`config.mk`:
```
export PLATFORM = sky130hd
export DESIGN_NAME = ghrd_fabric_top
export DESIGN_NICKNAME = d
export VERILOG_FILES = /design/src/ghrd_pkg.sv /design/src/fabric_status.sv /design/src/ghrd_fabric_top.sv /design/src/key_debounce.sv /design/src/reset_req_pulser.sv
export SDC_FILE = /design/constraint.sdc
export NUM_CORES = 1
export LEC_CHECK = 0
export BUFFER_PORTS_ARGS = -buffer_cell sky130_fd_sc_hd__buf_2
export CORE_MARGIN = 3
export CORE_UTILIZATION = 25
export DETAILED_ROUTE_END_ITERATION = 8
export GPL_TIMING_DRIVEN = 1
export PLACE_DENSITY_LB_ADDON = 0.12
export SLEW_MARGIN = 10
export SYNTH_ARGS = -nofsm -noshare
export SYNTH_HDL_FRONTEND = slang
export SYNTH_HIERARCHICAL = 1
export SYNTH_SLANG_ARGS = --single-unit
export TNS_END_PERCENT = 1
```
`constraint.sdc`:
```
create_clock -name fpga_clk_50 -period 2.4 [get_ports fpga_clk_50]
set_input_delay 0.36 -clock fpga_clk_50 [delete_from_list [all_inputs] [get_ports fpga_clk_50]]
set_output_delay 0.36 -clock fpga_clk_50 [all_outputs]
set_load 0.01 [all_outputs]
```
`src/ghrd_pkg.sv`:
```
/* ghrd fabric shared definitions */
`default_nettype none

package ghrd_pkg;

  // ======================================================================
  // bus widths
  // ======================================================================

  typedef logic [1:0]  key_vec_t;     // KEY[1:0], active low
  typedef logic [3:0]  sw_vec_t;      // dip switch bank
  typedef logic [6:0]  led_pio_t;     // led value from the hps side
  typedef logic [7:0]  led_vec_t;     // board led bus
  typedef logic [27:0] stm_events_t;  // stm hw event vector

  // one bit per hps reset request
  // packed msb first, so cold sits in bit 0, warm in 1, debug in 2
  typedef struct packed {
    logic debug;
    logic warm;
    logic cold;
  } reset_req_t;

  // ======================================================================
  // reset request stretch lengths, in fpga_clk_50 cycles
  // ======================================================================

  localparam int cold_pulse_len  = 6;
  localparam int warm_pulse_len  = 2;
  localparam int debug_pulse_len = 32;   // longest channel

  // stretch counter, holds len-1 of the longest channel
  typedef logic [$clog2(debug_pulse_len)-1:0] pulse_cnt_t;

  // ======================================================================
  // default timeouts
  // ======================================================================

  localparam int unsigned debounce_cycles_default = 50000;     // 1 ms @ 50 MHz
  localparam int unsigned heartbeat_half_default  = 25000000;  // 0.5 s @ 50 MHz

  // zero bits above sw in the event vector
  localparam int stm_pad_width = 15;

endpackage

`default_nettype wire

```
`src/fabric_status.sv`:
```
/* heartbeat, led bus and trace events */
`timescale 1ns/1ns
`default_nettype none

module fabric_status #(
  parameter int unsigned heartbeat_half = ghrd_pkg::heartbeat_half_default
) (
  input  wire                    fpga_clk_50,
  input  wire                    hps_fpga_reset_n,
  input  wire ghrd_pkg::key_vec_t   key_stable,   // from the debouncer
  input  wire ghrd_pkg::reset_req_t req_pulse,    // from the pulser
  input  wire ghrd_pkg::sw_vec_t    sw,
  input  wire ghrd_pkg::led_pio_t   led_pio,
  output ghrd_pkg::led_vec_t     led,
  output ghrd_pkg::key_vec_t     buttons,         // to the button pio
  output ghrd_pkg::stm_events_t  stm_events,
  output ghrd_pkg::reset_req_t   reset_req_n      // active low to the hps
);

  import ghrd_pkg::*;

  localparam int hb_w = (heartbeat_half > 1) ? $clog2(heartbeat_half) : 1;
  localparam logic [hb_w-1:0] hb_last = hb_w'(heartbeat_half - 1);

  // ======================================================================
  // heartbeat
  // ======================================================================

  logic [hb_w-1:0] hb_cnt;
  logic            hb_level;   // blinks on led[0]

  always_ff @(posedge fpga_clk_50 or negedge hps_fpga_reset_n)
  begin
    if (!hps_fpga_reset_n)
    begin
      hb_cnt   <= '0;
      hb_level <= 1'b0;
    end
    else if (hb_cnt == hb_last)
    begin
      hb_cnt   <= '0;
      hb_level <= ~hb_level;   // half period reached
    end
    else
    begin
      hb_cnt <= hb_cnt + 1'b1;
    end
  end

  // ======================================================================
  // registered outputs toward the board and the hps
  // ======================================================================

  always_ff @(posedge fpga_clk_50 or negedge hps_fpga_reset_n)
  begin
    if (!hps_fpga_reset_n)
    begin
      led         <= '0;
      buttons     <= '1;   // keys released
      stm_events  <= '0;
      reset_req_n <= '1;   // no request pending
    end
    else
    begin
      led         <= {led_pio, hb_level};
      buttons     <= key_stable;
      // pad, switches, hps led value, keys, top to bottom
      stm_events  <= {{stm_pad_width{1'b0}}, sw, led_pio, key_stable};
      reset_req_n <= reset_req_t'(~req_pulse);
    end
  end

endmodule

`default_nettype wire

```
`src/ghrd_fabric_top.sv`:
```
/* ghrd fabric top */
`timescale 1ns/1ns
`default_nettype none

module ghrd_fabric_top #(
  parameter int unsigned debounce_cycles = ghrd_pkg::debounce_cycles_default,
  parameter int unsigned heartbeat_half  = ghrd_pkg::heartbeat_half_default
) (
  input  wire                       fpga_clk_50,
  input  wire                       hps_fpga_reset_n,
  input  wire ghrd_pkg::key_vec_t   key,           // board keys, active low
  input  wire ghrd_pkg::sw_vec_t    sw,            // dip switches
  input  wire ghrd_pkg::led_pio_t   led_pio,       // hps led pio value
  input  wire ghrd_pkg::reset_req_t reset_req,     // request levels
  output wire ghrd_pkg::led_vec_t   led,
  output wire ghrd_pkg::key_vec_t   buttons,
  output wire ghrd_pkg::stm_events_t stm_events,
  output wire ghrd_pkg::reset_req_t reset_req_n
);

  import ghrd_pkg::*;

  wire key_vec_t   key_stable;   // debounced keys
  wire reset_req_t req_pulse;    // stretched requests, active high

  // ======================================================================
  // key and reset request front ends
  // ======================================================================

  key_debounce #(
    .debounce_cycles (debounce_cycles)
  ) u_key_debounce (
    .fpga_clk_50      (fpga_clk_50),
    .hps_fpga_reset_n (hps_fpga_reset_n),
    .key              (key),
    .key_stable       (key_stable)
  );

  reset_req_pulser u_reset_req_pulser (
    .fpga_clk_50      (fpga_clk_50),
    .hps_fpga_reset_n (hps_fpga_reset_n),
    .reset_req        (reset_req),
    .req_pulse        (req_pulse)
  );

  // ======================================================================
  // outputs, all registered in here
  // ======================================================================

  fabric_status #(
    .heartbeat_half (heartbeat_half)
  ) u_fabric_status (
    .fpga_clk_50      (fpga_clk_50),
    .hps_fpga_reset_n (hps_fpga_reset_n),
    .key_stable       (key_stable),
    .req_pulse        (req_pulse),
    .sw               (sw),
    .led_pio          (led_pio),
    .led              (led),
    .buttons          (buttons),
    .stm_events       (stm_events),
    .reset_req_n      (reset_req_n)
  );

endmodule

`default_nettype wire

```
`src/key_debounce.sv`:
```
/* key debouncer, active-low keys */
`timescale 1ns/1ns
`default_nettype none

module key_debounce #(
  parameter int unsigned debounce_cycles = ghrd_pkg::debounce_cycles_default
) (
  input  wire                fpga_clk_50,
  input  wire                hps_fpga_reset_n,
  input  wire ghrd_pkg::key_vec_t key,         // raw pins, low = pressed
  output ghrd_pkg::key_vec_t key_stable        // debounced, low = pressed
);

  import ghrd_pkg::*;

  localparam int n_keys = $bits(key_vec_t);

  // counter only has to reach debounce_cycles-1
  localparam int cnt_w = (debounce_cycles > 1) ? $clog2(debounce_cycles) : 1;
  localparam logic [cnt_w-1:0] cnt_last = cnt_w'(debounce_cycles - 1);

  // ======================================================================
  // two-flop synchronizer
  // ======================================================================

  key_vec_t key_meta;   // first stage, may go metastable
  key_vec_t key_sync;   // safe to use from here

  always_ff @(posedge fpga_clk_50 or negedge hps_fpga_reset_n)
  begin
    if (!hps_fpga_reset_n)
    begin
      key_meta <= '1;   // released
      key_sync <= '1;
    end
    else
    begin
      key_meta <= key;
      key_sync <= key_meta;
    end
  end

  // ======================================================================
  // per-key stable-time counter
  // ======================================================================

  for (genvar i = 0; i < n_keys; i++)
  begin : g_key
    logic [cnt_w-1:0] cnt;       // cycles the key has differed
    logic             stable_q;  // current accepted level

    always_ff @(posedge fpga_clk_50 or negedge hps_fpga_reset_n)
    begin
      if (!hps_fpga_reset_n)
      begin
        cnt      <= '0;
        stable_q <= 1'b1;
      end
      else if (key_sync[i] == stable_q)
      begin
        cnt <= '0;                  // agrees again, glitch dropped
      end
      else if (cnt == cnt_last)
      begin
        stable_q <= key_sync[i];    // held long enough, accept it
        cnt      <= '0;
      end
      else
      begin
        cnt <= cnt + 1'b1;
      end
    end

    assign key_stable[i] = stable_q;
  end

endmodule

`default_nettype wire

```
`src/reset_req_pulser.sv`:
```
/* hps reset request stretcher */
`timescale 1ns/1ns
`default_nettype none

module reset_req_pulser (
  input  wire                   fpga_clk_50,
  input  wire                   hps_fpga_reset_n,
  input  wire ghrd_pkg::reset_req_t reset_req,   // request levels
  output ghrd_pkg::reset_req_t  req_pulse        // stretched, active high
);

  import ghrd_pkg::*;

  localparam int n_chan = $bits(reset_req_t);

  // ======================================================================
  // synchronizer and rising-edge detect
  // ======================================================================

  logic [n_chan-1:0] req_meta;   // first sync stage
  logic [n_chan-1:0] req_sync;   // second sync stage
  logic [n_chan-1:0] req_prev;   // last cycle's level, for the edge
  logic [n_chan-1:0] req_rise;   // one-cycle edge strobe
  logic [n_chan-1:0] pulse_q;    // per-channel busy flags

  always_ff @(posedge fpga_clk_50 or negedge hps_fpga_reset_n)
  begin
    if (!hps_fpga_reset_n)
    begin
      req_meta <= '0;
      req_sync <= '0;
      req_prev <= '0;
    end
    else
    begin
      req_meta <= reset_req;
      req_sync <= req_meta;
      req_prev <= req_sync;
    end
  end

  assign req_rise = req_sync & ~req_prev;   // rising only

  // ======================================================================
  // per-channel stretch counters
  // ======================================================================

  for (genvar i = 0; i < n_chan; i++)
  begin : g_chan
    // bit order follows reset_req_t: cold, warm, debug
    localparam int len = (i == 0) ? cold_pulse_len :
                         (i == 1) ? warm_pulse_len : debug_pulse_len;
    localparam pulse_cnt_t cnt_init = pulse_cnt_t'(len - 1);

    pulse_cnt_t cnt;    // cycles left after this one
    logic       busy;   // stretched request active

    always_ff @(posedge fpga_clk_50 or negedge hps_fpga_reset_n)
    begin
      if (!hps_fpga_reset_n)
      begin
        cnt  <= '0;
        busy <= 1'b0;
      end
      else if (!busy)
      begin
        if (req_rise[i])
        begin
          busy <= 1'b1;       // start, high for len cycles
          cnt  <= cnt_init;
        end
      end
      else if (cnt == '0)
      begin
        busy <= 1'b0;         // edges seen while busy are dropped
      end
      else
      begin
        cnt <= cnt - 1'b1;
      end
    end

    assign pulse_q[i] = busy;
  end

  assign req_pulse = reset_req_t'(pulse_q);

endmodule

`default_nettype wire

```
==> reports/metrics.json, run 1 <==
{
  "outcome": "completed",
  "critical_path.endpoint_type": "flip-flop",
  "synth.avg_cell_area_um2": 11.2,
  "worst_r2r_startpoint": "u_key_debounce/g_key[1].cnt[0]",
  "wirelength_um": 9780,
  "final_util_pct": 29.2,
  "finalHoldViolCount": 0,
  "final.period_utilization_pct": 73.3,
  "final.min_clock_period_ps": 1760,
  "flop2flop_setup_slack_ps": 640,
  "synth.yosys.seq_area_share_pct": 55.3,
  "gate_count_post_synth": 448,
  "setup-tns-final_ps": 0,
  "dp_worst_setup_slack_ps": 624,
  "post_synthesis_instance_area_um2": 5000,
  "cp.required_ps": 2620,
  "slew_headroom_pct": 64.5,
  "crit_path_cell_trace": "ha_1, and3_1, nand4_1, nand2_1, nor2_1",
  "worst_r2r_endpoint": "u_key_debounce/g_key[1].cnt[3]",
  "dr_total_vias": 3279,
  "grt_pass1_vias": 3240,
  "worstSkewPairLatency_ps": 350,
  "groute.usage.overall_pct": 9.55,
  "cts_setup_buffers": 0,
  "boundaryPins": 59,
  "synth_ff_type": "dfrtp_1",
  "max_clock_freq_ghz": 0.569,
  "layout.cells.non_filler": 759,
  "grt_first_pass_wirelength_um": 16800,
  "reg2reg_depth": 5,
  "antennaDiodeCount": 0,
  "cap_violations": 0,
  "finalMaxSlewViolations": 0,
  "path_type_of_the_worst_min_delay_path": "input pin to flip-flop",
  "finClkSkew_ps": 7.42,
  "ys_warn_count": 6,
  "dieArea_um2": 21700,
  "hold_path_startpoint": "key[1]",
  "ys_seq_elements": 110,
  "detailedPlacementHpwl_um": 6830,
  "drive_gt1_share_pct": 19.4,
  "clk_pin_slew_ps": 70,
  "critical_path_peak_fanout": 15,
  "synth_cell_types": 55,
  "drt_iter0_markers": 202,
  "setup_viol_count_final": 0,
  "fp-row-count": 51,
  "area_growth_syn_to_layout_pct": 14.2,
  "report.power.total_mw": 4.36,
  "die_w_um": 147,
  "worst_path_largest_cell_delay_ps": 450,
  "clock_tree.buffer_depth": 2,
  "initial_antenna_violation_count": 0,
  "power_density_over_the_cells_nw_per_um2": 762,
  "ys_top_cells_by_area": "dfrtp_1, dfstp_2, xnor2_1",
  "detailedRoute.firstPassIterationCount": 4,
  "synth.top_cells.by_count": "dfrtp_1, nor2_1, buf_4, nand2_1, xnor2_1",
  "power.ir.vdd_worst_v": 0.000255,
  "post_cts_resized": 0,
  "postCtsHoldBufs": 1,
  "clock_tree_root_buffer_cell": "clkbuf_16",
  "die_h_um": 147,
  "remaining_drc_errors": 0,
  "layout_setup_ws_ps": 641,
  "ant_nets": 0,
  "critical_path.startpoint": "u_key_debounce/g_key[1].cnt[0]",
  "timing.critical_path.slowest_stage_cell": "nand2_1",
  "worst_slew_pin_slew_ps": 531,
  "total_area_of_sequential_cells_um2": 2770,
  "global_route.overflow_total": 0,
  "synthMostInstantiatedCell": "dfrtp_1",
  "multiInputGateArea_um2": 1950,
  "cts-buffers-inserted": 9,
  "cp-start-kind": "flip-flop",
  "timing.hold.worst_endpoint": "u_key_debounce/key_meta[1]",
  "asyncSetResetFlopFracSynth_pct": 100,
  "min_path_cells": 1,
  "h-tree-depth": 3,
  "placed_cells": 742,
  "detail_route.wl_per_cell_um": 12.9,
  "drt-vias-per-instance": 4.32,
  "cell_type_with_the_highest_aggregate_area_in_the_netlist": "dfrtp_1",
  "grt_setup_unrepaired": "false",
  "fin_nets": 513,
  "leakagePower_nw": 2.48,
  "numClockSinks": 110,
  "num-fill-cells": 2040,
  "synth_edf_count": 0,
  "cts_tree": "built",
  "place_congestion": 0.742,
  "coreArea_um2": 19600,
  "crit_arrival_ps": 1970,
  "grt_start_max_net_pins": 53,
  "synth_top_area_share_pct": 49.5,
  "io_buffers": 43,
  "path_class": "flip-flop to flip-flop",
  "start_util_pct": 25.5
}
==> critical path: cells and delay by family (launching register included) <==
family / cells / cell delay, ps
flops: 1 / 400
fa+ha+maj: 1 / 220
simple gates: 4 / 1010
==> layout make-up <==
cell class	count	area share, %
sequential	110	48.4
multi-input combinational	294	34.1
tap	265	5.81
timing repair buffer	51	5.13
clock buffer	12	4.49
inverter	23	1.51
clock inverter	4	0.526
==> worst max-delay path by stage <==
stage                     cells after the start                              to  slack [ps]
after floorplan                               7      u_fabric_status/hb_cnt[11]         600
after global placement                        6        u_fabric_status/hb_level         630
after detailed placement                      6        u_fabric_status/hb_level         620
after CTS                                     6        u_fabric_status/hb_level         610
after global routing                          6        u_fabric_status/hb_level         430
final                                         5  u_key_debounce/g_key[1].cnt[3]         640
==> layer usage <==
metal | global-route usage, % | vias to the layer above | part of all wire, % | wire length (µm)
met2 | 14.3 | 49 | 45 | 4450
met5 | 0 | - | 0 | 0
met4 | 4.71 | 0 | 2.2 | 212
met3 | 1.96 | 14 | 2.9 | 279
li1 | - | 1610 | - | -
met1 | 13.1 | 1606 | 50 | 4840
==> cell usage in the layout (no fill, tap or decap), types with 8 or more instances in the layout <==
cell,n
a21oi_1,9
o21ai_0,8
buf_2,42
nand3_1,20
xnor2_1,28
nor4_1,13
nand2_1,28
dfstp_2,11
and3_1,8
nor3_1,9
conb_1,15
inv_1,23
clkbuf_16,9
nor2_1,45
dfrtp_1,99
xor2_1,15
nand4_1,18
==> sequential cells by signal, summed over array words and instances (netlist names), 3 cells and up <==
name	cells
u_fabric_status/hb_cnt	25
u_fabric_status/led	7
u_fabric_status/reset_req_n	3
u_fabric_status/stm_events	7
u_key_debounce/g_key.cnt	32
u_reset_req_pulser/g_chan.busy	3
u_reset_req_pulser/g_chan.cnt	15
u_reset_req_pulser/req_meta	3
u_reset_req_pulser/req_prev	3
u_reset_req_pulser/req_sync	3
==> per-stage QoR <==
step	cell area, µm²	hold slack [ps]
floorplan	5060	64.4
global placement	5420	339
detailed placement	5420	342
CTS	5710	84.4
global route	5710	83.7
finish	5710	105
==> power breakdown <==
group | internal, mW | switching, mW | leakage (nW)
Combinational | 0.318 | 0.351 | 0.943
Sequential | 2.05 | 0.185 | 1.40
Clock | 0.766 | 0.680 | 0.139
==> cell families (layout without fill, tap and decap cells) <==
kind of cell,count (synthesis),in the layout,share of synthesized area (%)
xor+xnor,43,43,7.53
mux,9,9,2.05
buf+inv,58,90,6.83
fa+ha+maj,6,6,1.50
flops,110,110,55.3
simple gates,179,179,19.9
compound gates,42,42,6.88
other cells,1,15,0.0749
Power figures use the tool's default switching activity.
==> run 2: changes to the inputs <==
clock period = 1.78 ns   (was 2.4 ns; I/O delays follow)
==> run 2 against run 1 <==
Effect of this change: worst hold slack got worse by 78 ps; routed wire length rose by 4.5%; power rose by 37%; global-route usage rose by 0.42 points; clock skew fell by 0.87 ps; combinational power rose by 46%; sequential cell count did not move; cell area rose by 4.6%; via count rose by 4.2%; clock-buffer cell count fell by 2; highest routed layer unchanged.
==> reports/metrics.json, run 2 (synthesis results as in run 1) <==
{
  "final.period_utilization": {"value": 94.4, "unit": "%", "change": "+21 points"},
  "power.ir.vdd_worst": {"value": 0.000422, "unit": "V", "change": "+65%"},
  "start_util": {"value": 25.5, "unit": "%", "change": "unchanged"},
  "layout.cell_area.non_filler": {"value": 5970, "unit": "µm²", "change": "+4.6%"},
  "timing.critical_path.slowest_stage_cell": "dfrtp_1",
  "p_int": {"value": 4.25, "unit": "mW", "change": "+35%"},
  "clk_pin_slew": {"value": 70, "unit": "ps", "change": "about the same"},
  "met1_length": {"value": 4810, "unit": "µm", "change": "-0.62%"},
  "power_density_over_the_cells": {"value": 996, "unit": "nW/µm²", "change": "+31%"},
  "critical_path.endpoint_type": "flip-flop",
  "share_seq_of_total_power": {"value": 50.8, "unit": "%", "change": "-0.6 points"},
  "clock_tree_root_buffer_cell": "clkbuf_16",
  "placed_cells": {"value": 763, "change": "+2.8%"},
  "wirelength": {"value": 10200, "unit": "µm", "change": "+4.5%"},
  "sw_share": {"value": 28.6, "unit": "%", "change": "+0.64 points"},
  "worstSkewPairLatency": {"value": 350, "unit": "ps", "change": "about the same"},
  "pwr-share-comb": {"value": 16.4, "unit": "%", "change": "+1.0 points"},
  "worst_slew_pin_slew": {"value": 594, "unit": "ps", "change": "+63.2 ps"},
  "largest_registers": "u_key_debounce/g_key.cnt (32), u_fabric_status/hb_cnt (25), u_reset_req_pulser/g_chan.cnt (15)",
  "setup_viol_count_final": {"value": 0, "change": "unchanged"},
  "dieArea": {"value": 21700, "unit": "µm²", "change": "unchanged"},
  "grt_first_pass_wirelength": {"value": 17300, "unit": "µm", "change": "+3.0%"},
  "hold_path_startpoint": "reset_req[2]",
  "cp-start-kind": "flip-flop",
  "setup-tns-final": {"value": 0, "unit": "ps", "change": "unchanged"},
  "min_path_cells": {"value": 1, "change": "unchanged"},
  "finalMaxSlewViolations": {"value": 0, "change": "unchanged"},
  "largest-register": "u_key_debounce/g_key.cnt",
  "path_delay_family": "simple AND/OR/NAND/NOR gates",
  "cap_violations": {"value": 0, "change": "unchanged"},
  "cts_tree": "built",
  "wl_met2": {"value": 4890, "unit": "µm", "change": "+10%"},
  "grt_setup_unrepaired": "true",
  "boundaryPins": {"value": 59, "change": "unchanged"},
  "layout_setup_ws": {"value": 99.2, "unit": "ps", "change": "-542 ps"},
  "detailroute.wirelength.met3": {"value": 401, "unit": "µm", "change": "+44%"},
  "drt-vias-per-instance": {"value": 4.34, "change": "+0.40%"},
  "global_route.overflow_total": {"value": 0, "change": "unchanged"},
  "layout.cells.non_filler": {"value": 788, "change": "+3.8%"},
  "worst_r2r_startpoint": "u_key_debounce/g_key[0].cnt[12]",
  "ant_nets": {"value": 0, "change": "unchanged"},
  "flop2flop_setup_slack": {"value": 100, "unit": "ps", "change": "-540 ps"},
  "remaining_drc_errors": {"value": 0, "change": "unchanged"},
  "layout_common_cells": "dfrtp_1, nor2_1, buf_2",
  "finClkSkew": {"value": 6.55, "unit": "ps", "change": "-0.872 ps"},
  "num-fill-cells": {"value": 2035, "change": "-0.25%"},
  "cts_setup_buffers": {"value": 0, "change": "unchanged"},
  "dr_total_vias": {"value": 3418, "change": "+4.2%"},
  "place_congestion": {"value": 0.765, "change": "+3.1%"},
  "h-tree-depth": {"value": 3, "change": "unchanged"},
  "largest_reg_flops": {"value": 32, "change": "unchanged"},
  "io_buffers": {"value": 43, "change": "unchanged"},
  "leakagePower": {"value": 2.62, "unit": "nW", "change": "+5.5%"},
  "die_w": {"value": 147, "unit": "µm", "change": "unchanged"},
  "fp-row-count": {"value": 51, "change": "unchanged"},
  "path_type_of_the_worst_min_delay_path": "input pin to flip-flop",
  "detail_route.wl_per_cell": {"value": 13.0, "unit": "µm", "change": "+0.64%"},
  "groute.usage.overall": {"value": 9.97, "unit": "%", "change": "+0.42 points"},
  "slew_headroom": {"value": 60.4, "unit": "%", "change": "-4.1 points"},
  "final.min_clock_period": {"value": 1680, "unit": "ps", "change": "-77.7 ps"},
  "area_growth_syn_to_layout_pct": 19.4,
  "clockPowerShare": {"value": 32.8, "unit": "%", "change": "-0.4 points"},
  "path_class": "flip-flop to flip-flop",
  "antennaDiodeCount": {"value": 0, "change": "unchanged"},
  "dp_worst_setup_slack": {"value": 114, "unit": "ps", "change": "-510 ps"},
  "die_h": {"value": 147, "unit": "µm", "change": "unchanged"},
  "worst_r2r_endpoint": "u_key_debounce/g_key[0].stable_q",
  "cts-buffers-inserted": {"value": 9, "change": "unchanged"},
  "worst_path_largest_cell_delay": {"value": 440, "unit": "ps", "change": "about the same"},
  "final_util": {"value": 30.5, "unit": "%", "change": "+1.3 points"},
  "fin_nets": {"value": 542, "change": "+5.7%"},
  "detailedRoute.firstPassIterationCount": {"value": 4, "change": "unchanged"},
  "most_common_cell_after_layout_fill_and_taps_aside": "dfrtp_1",
  "outcome": "completed",
  "critical_path_peak_fanout": {"value": 4, "change": "-11"},
  "cp.required": {"value": 2060, "unit": "ps", "change": "-560 ps"},
  "multiInputGateArea": {"value": 1950, "unit": "µm²", "change": "unchanged"},
  "numClockSinks": {"value": 110, "change": "unchanged"},
  "power_switching": {"value": 1.70, "unit": "mW", "change": "+40%"},
  "crit_path_cell_trace": "nor4b_2, nand3b_1, nor4_1, mux2_2",
  "initial_antenna_violation_count": {"value": 0, "change": "unchanged"},
  "max_clock_freq": {"value": 0.595, "unit": "GHz", "change": "+4.6%"},
  "grt_start_max_net_pins": {"value": 40, "change": "-25%"},
  "grt_pass1_vias": {"value": 3350, "change": "+3.4%"},
  "drt_iter0_markers": {"value": 181, "change": "-10%"},
  "crit_arrival": {"value": 1960, "unit": "ps", "change": "about the same"},
  "timing.hold.worst_endpoint": "u_reset_req_pulser/req_meta[2]",
  "top_layer_reached_by_signal_wires": "met4",
  "finalHoldViolCount": {"value": 0, "change": "unchanged"},
  "critical_path_buf_inv_count": {"value": 0, "change": "unchanged"},
  "total_area_of_sequential_cells": {"value": 2770, "unit": "µm²", "change": "about the same"},
  "reg2reg_depth": {"value": 4, "change": "-1"},
  "coreArea": {"value": 19600, "unit": "µm²", "change": "unchanged"},
  "drive_gt1_share": {"value": 22.8, "unit": "%", "change": "+3.3 points"},
  "detailedPlacementHpwl": {"value": 7390, "unit": "µm", "change": "+8.2%"},
  "placed_area": {"value": 5600, "unit": "µm²", "change": "+3.4%"},
  "clock_tree.buffer_depth": {"value": 2, "change": "unchanged"}
}
[run 2: changes by cell type in the layout (fill, tap and decap cells not counted), moves of 2 or more]
cell and change:
clkinvlp_4 +3, buf_4 +19, dlygate4sd3_1 +8, buf_12 +2
[run 2: power by group through the flow]
stage	combinational, mW	sequential [mW]	clock, mW
after floorplan	0.724	3.04	0
after global placement	0.959	3.07	0
after detailed placement	0.975	3.07	0
after CTS	0.982	3.03	2.06
after global routing	1.11	3.07	2.17
final	0.975	3.02	1.95
[run 2: worst max-delay path by stage]
stage                                             start                                  end  slack [ps]  depth (start not counted)
finish                  u_key_debounce/g_key[0].cnt[12]     u_key_debounce/g_key[0].stable_q         100                          4
global placement    u_reset_req_pulser/g_chan[0].cnt[0]  u_reset_req_pulser/g_chan[0].cnt[0]         160                          5
detailed placement      u_key_debounce/g_key[0].cnt[12]     u_key_debounce/g_key[0].stable_q         110                          4
CTS                     u_key_debounce/g_key[0].cnt[12]     u_key_debounce/g_key[0].stable_q          90                          4
floorplan                     u_fabric_status/hb_cnt[0]           u_fabric_status/hb_cnt[11]          30                          7
global route            u_key_debounce/g_key[0].cnt[12]       u_key_debounce/g_key[0].cnt[9]          -1                          5
[run 2: area by class of cell]
class,count,area share [%]
multi-input combinational,294,32.6
sequential,110,46.3
timing repair buffer,80,9.30
inverter,23,1.45
tap,265,5.55
clock inverter,6,0.775
clock buffer,10,4.00
[run 2: routing by layer]
metal | vias to the layer above | global-route usage (%)
met2 | 59 | 16.0
met3 | 6 | 3.28
met4 | 0 | 2.80
li1 | 1674 | -
met1 | 1679 | 13.0
met5 | - | 0
[run 2: stage by stage]
step	hold slack, ps	power, mW
final	27.3	5.95
after global routing	2.59	6.35
after CTS	0.293	6.07
after detailed placement	315	4.05
after global placement	310	4.03
after floorplan	-28.6	3.76
[run 2: what timing repair did]
action                                  4_1_cts  5_1_grt
endpoints found under the setup margin        0        3
hold endpoints to repair                     36        5
resized for setup                             0        1
hold buffers                                  4        5
==> run 3: changes to the inputs <==
CORE_UTILIZATION = 58   (was 25)
CTS_CLUSTER_DIAMETER = 200   (was unset)
==> run 3 against run 2 <==
Effect of this change: worst setup slack barely moved; power fell by 9.5%; sequential cell count did not move; critical path depth did not move; first-iteration DRC count fell by 30%; clock-buffer cell count rose by 2; maximum frequency barely moved; worst hold slack got worse by 3.0 ps; non-clock buffer count fell by 6; clock power fell by 29%; routed wire length fell by 15%; critical path type unchanged.
==> reports/metrics.json, run 3 (synthesis results as in run 1) <==
{
  "setup_viol_count_final": {"value": 0, "change": "unchanged"},
  "power.ir.vdd_worst": {"value": 0.000431, "unit": "V", "change": "+2.1%"},
  "detailedPlacementHpwl": {"value": 6080, "unit": "µm", "change": "-18%"},
  "clockPowerShare": {"value": 25.9, "unit": "%", "change": "-6.9 points"},
  "clk_pin_slew": {"value": 100, "unit": "ps", "change": "+30 ps"},
  "die_h": {"value": 98.9, "unit": "µm", "change": "-33%"},
  "met1_usage": {"value": 24.2, "unit": "%", "change": "+11 points"},
  "grt_most_used_layer": "met2",
  "power_density_over_the_cells": {"value": 955, "unit": "nW/µm²", "change": "-4.1%"},
  "hold_path_startpoint": "led_pio[2]",
  "global_route.usage.met3": {"value": 4.60, "unit": "%", "change": "+1.3 points"},
  "worst_path_largest_cell_delay": {"value": 450, "unit": "ps", "change": "about the same"},
  "largest_registers": "u_key_debounce/g_key.cnt (32), u_fabric_status/hb_cnt (25), u_reset_req_pulser/g_chan.cnt (15)",
  "path_type_of_the_worst_min_delay_path": "input pin to flip-flop",
  "coreArea": {"value": 8300, "unit": "µm²", "change": "-58%"},
  "numClockSinks": {"value": 110, "change": "unchanged"},
  "cts_setup_buffers": {"value": 0, "change": "unchanged"},
  "path_delay_family": "simple AND/OR/NAND/NOR gates",
  "detailedRoute.firstPassIterationCount": {"value": 4, "change": "unchanged"},
  "critical_path_peak_fanout": {"value": 5, "change": "+1"},
  "timing.critical_path.slowest_stage_cell": "dfrtp_2",
  "cp-start-kind": "flip-flop",
  "drt_iter0_markers": {"value": 127, "change": "-30%"},
  "antennaDiodeCount": {"value": 0, "change": "unchanged"},
  "cts-buffers-inserted": {"value": 9, "change": "unchanged"},
  "io_buffers": {"value": 43, "change": "unchanged"},
  "wirelength": {"value": 8720, "unit": "µm", "change": "-15%"},
  "area_growth_syn_to_layout_pct": 12.7,
  "layout.cell_area.non_filler": {"value": 5640, "unit": "µm²", "change": "-5.7%"},
  "p_int": {"value": 3.85, "unit": "mW", "change": "-9.4%"},
  "fp-row-count": {"value": 33, "change": "-35%"},
  "timing.hold.worst_endpoint": "u_fabric_status/led[3]",
  "detail_route.wl_per_cell": {"value": 14.0, "unit": "µm", "change": "+8.2%"},
  "grt_start_max_net_pins": {"value": 111, "change": "+180%"},
  "ant_nets": {"value": 0, "change": "unchanged"},
  "fin_nets": {"value": 536, "change": "-1.1%"},
  "total_area_of_sequential_cells": {"value": 2770, "unit": "µm²", "change": "about the same"},
  "grt_pass1_vias": {"value": 3371, "change": "+0.63%"},
  "pwr-share-comb": {"value": 18.2, "unit": "%", "change": "+1.8 points"},
  "layout_common_cells": "dfrtp_1, nor2_1, buf_2",
  "min_path_cells": {"value": 1, "change": "unchanged"},
  "clock_tree_root_buffer_cell": "clkbuf_8",
  "worstSkewPairLatency": {"value": 360, "unit": "ps", "change": "about the same"},
  "largest-register": "u_key_debounce/g_key.cnt",
  "dr_total_vias": {"value": 3396, "change": "-0.64%"},
  "num-fill-cells": {"value": 622, "change": "-69%"},
  "critical_path.endpoint_type": "flip-flop",
  "place_congestion": {"value": 0.856, "change": "+12%"},
  "reg2reg_depth": {"value": 4, "change": "unchanged"},
  "largest_reg_flops": {"value": 32, "change": "unchanged"},
  "remaining_drc_errors": {"value": 0, "change": "unchanged"},
  "finalMaxSlewViolations": {"value": 0, "change": "unchanged"},
  "global_route.overflow_total": {"value": 0, "change": "unchanged"},
  "finalHoldViolCount": {"value": 0, "change": "unchanged"},
  "initial_antenna_violation_count": {"value": 0, "change": "unchanged"},
  "multiInputGateArea": {"value": 1960, "unit": "µm²", "change": "+0.51%"},
  "die_w": {"value": 98.9, "unit": "µm", "change": "-33%"},
  "power_switching": {"value": 1.54, "unit": "mW", "change": "-9.7%"},
  "max_clock_freq": {"value": 0.595, "unit": "GHz", "change": "about the same"},
  "outcome": "completed",
  "globalRouteMet2Util": {"value": 32.1, "unit": "%", "change": "+16 points"},
  "finClkSkew": {"value": 9.92, "unit": "ps", "change": "+3.37 ps"},
  "final.period_utilization": {"value": 94.5, "unit": "%", "change": "about the same"},
  "grt_setup_unrepaired": "true",
  "critical_path_buf_inv_count": {"value": 0, "change": "unchanged"},
  "clock_tree.buffer_depth": {"value": 2, "change": "unchanged"},
  "cts_tree": "built",
  "sw_share": {"value": 28.5, "unit": "%", "change": "-0.055 points"},
  "final.min_clock_period": {"value": 1680, "unit": "ps", "change": "+0.429 ps"},
  "worst_slew_pin_slew": {"value": 547, "unit": "ps", "change": "-47.3 ps"},
  "dieArea": {"value": 9780, "unit": "µm²", "change": "-55%"},
  "report.power.total": {"value": 5.38, "unit": "mW", "change": "-9.5%"},
  "worst_r2r_startpoint": "u_key_debounce/g_key[0].cnt[11]",
  "slew_headroom": {"value": 63.5, "unit": "%", "change": "+3.2 points"},
  "start_util": {"value": 60.3, "unit": "%", "change": "+35 points"},
  "most_common_cell_after_layout_fill_and_taps_aside": "dfrtp_1",
  "crit_arrival": {"value": 1980, "unit": "ps", "change": "+20 ps"},
  "placed_area": {"value": 5280, "unit": "µm²", "change": "-5.8%"},
  "cp.required": {"value": 2080, "unit": "ps", "change": "+20 ps"},
  "flop2flop_setup_slack": {"value": 100, "unit": "ps", "change": "about the same"},
  "share_seq_of_total_power": {"value": 56.0, "unit": "%", "change": "+5.2 points"},
  "crit_path_cell_trace": "nor4b_2, nand3b_1, nor4_1, mux2_2",
  "groute.usage.overall": {"value": 18.9, "unit": "%", "change": "+9.0 points"},
  "path_class": "flip-flop to flip-flop",
  "worst_r2r_endpoint": "u_key_debounce/g_key[0].stable_q",
  "leakagePower": {"value": 2.53, "unit": "nW", "change": "-3.2%"},
  "grt_first_pass_wirelength": {"value": 15200, "unit": "µm", "change": "-12%"},
  "h-tree-depth": {"value": 3, "change": "unchanged"},
  "boundaryPins": {"value": 59, "change": "unchanged"},
  "drive_gt1_share": {"value": 21.1, "unit": "%", "change": "-1.7 points"},
  "drt-vias-per-instance": {"value": 5.46, "change": "+26%"},
  "cap_violations": {"value": 0, "change": "unchanged"}
}
==> run 3: per-layer routing <==
metal  vias up  share of wire, %  routed length [µm]
met5         -                 0                   0
met4         0              0.91                  79
met3         7               4.1                 362
met2        69                50                4390
met1      1664                45                3890
li1       1656                 -                   -
==> run 3: layout make-up <==
class                      count  share of cell area [%]
sequential                   110                    49.1
clock inverter                 4                   0.533
clock buffer                  12                    2.75
timing repair buffer          74                    8.99
multi-input combinational    294                    34.7
tap                          105                    2.33
inverter                      23                    1.53
==> run 3: per-stage QoR <==
step                instances  utilization [%]  TNS [ps]  worst slack, ps  hold WS [ps]
floorplan                 462                -         0             29.5         -28.6
detailed placement        590             63.6         0             92.1           345
CTS                       622             67.7         0             71.1          6.38
finish                    622             67.9         0             98.8          24.3
global placement          590             63.6         0              132           335
global route              622             67.9     -1.21            -1.21          4.62
==> run 3: timing repair <==
action                     in CTS  in global routing
setup endpoints to repair       0                 25
hold buffers                   16                  0
resized for setup               0                  6
hold endpoints to repair       87                  0
==> run 3: power by group through the flow <==
stage               clock network (mW)  registers (mW)  logic (mW)
floorplan                            0            3.04       0.724
global placement                     0            3.05       0.917
detailed placement                   0            3.06       0.960
CTS                               1.44            3.01       0.992
global route                      1.53            3.06        1.10
finish                            1.39            3.01       0.978
==> run 3: worst max path at each step <==
stage	start	end	slack (ps)	depth (start not counted)
global route	u_key_debounce/g_key[0].cnt[11]	u_key_debounce/g_key[0].stable_q	-1	4
CTS	u_key_debounce/g_key[0].cnt[11]	u_key_debounce/g_key[0].cnt[11]	70	5
detailed placement	u_key_debounce/g_key[0].cnt[11]	u_key_debounce/g_key[0].cnt[6]	90	5
global placement	u_fabric_status/hb_cnt[4]	u_fabric_status/hb_cnt[17]	130	4
finish	u_key_debounce/g_key[0].cnt[11]	u_key_debounce/g_key[0].stable_q	100	4
floorplan	u_fabric_status/hb_cnt[0]	u_fabric_status/hb_cnt[11]	30	7
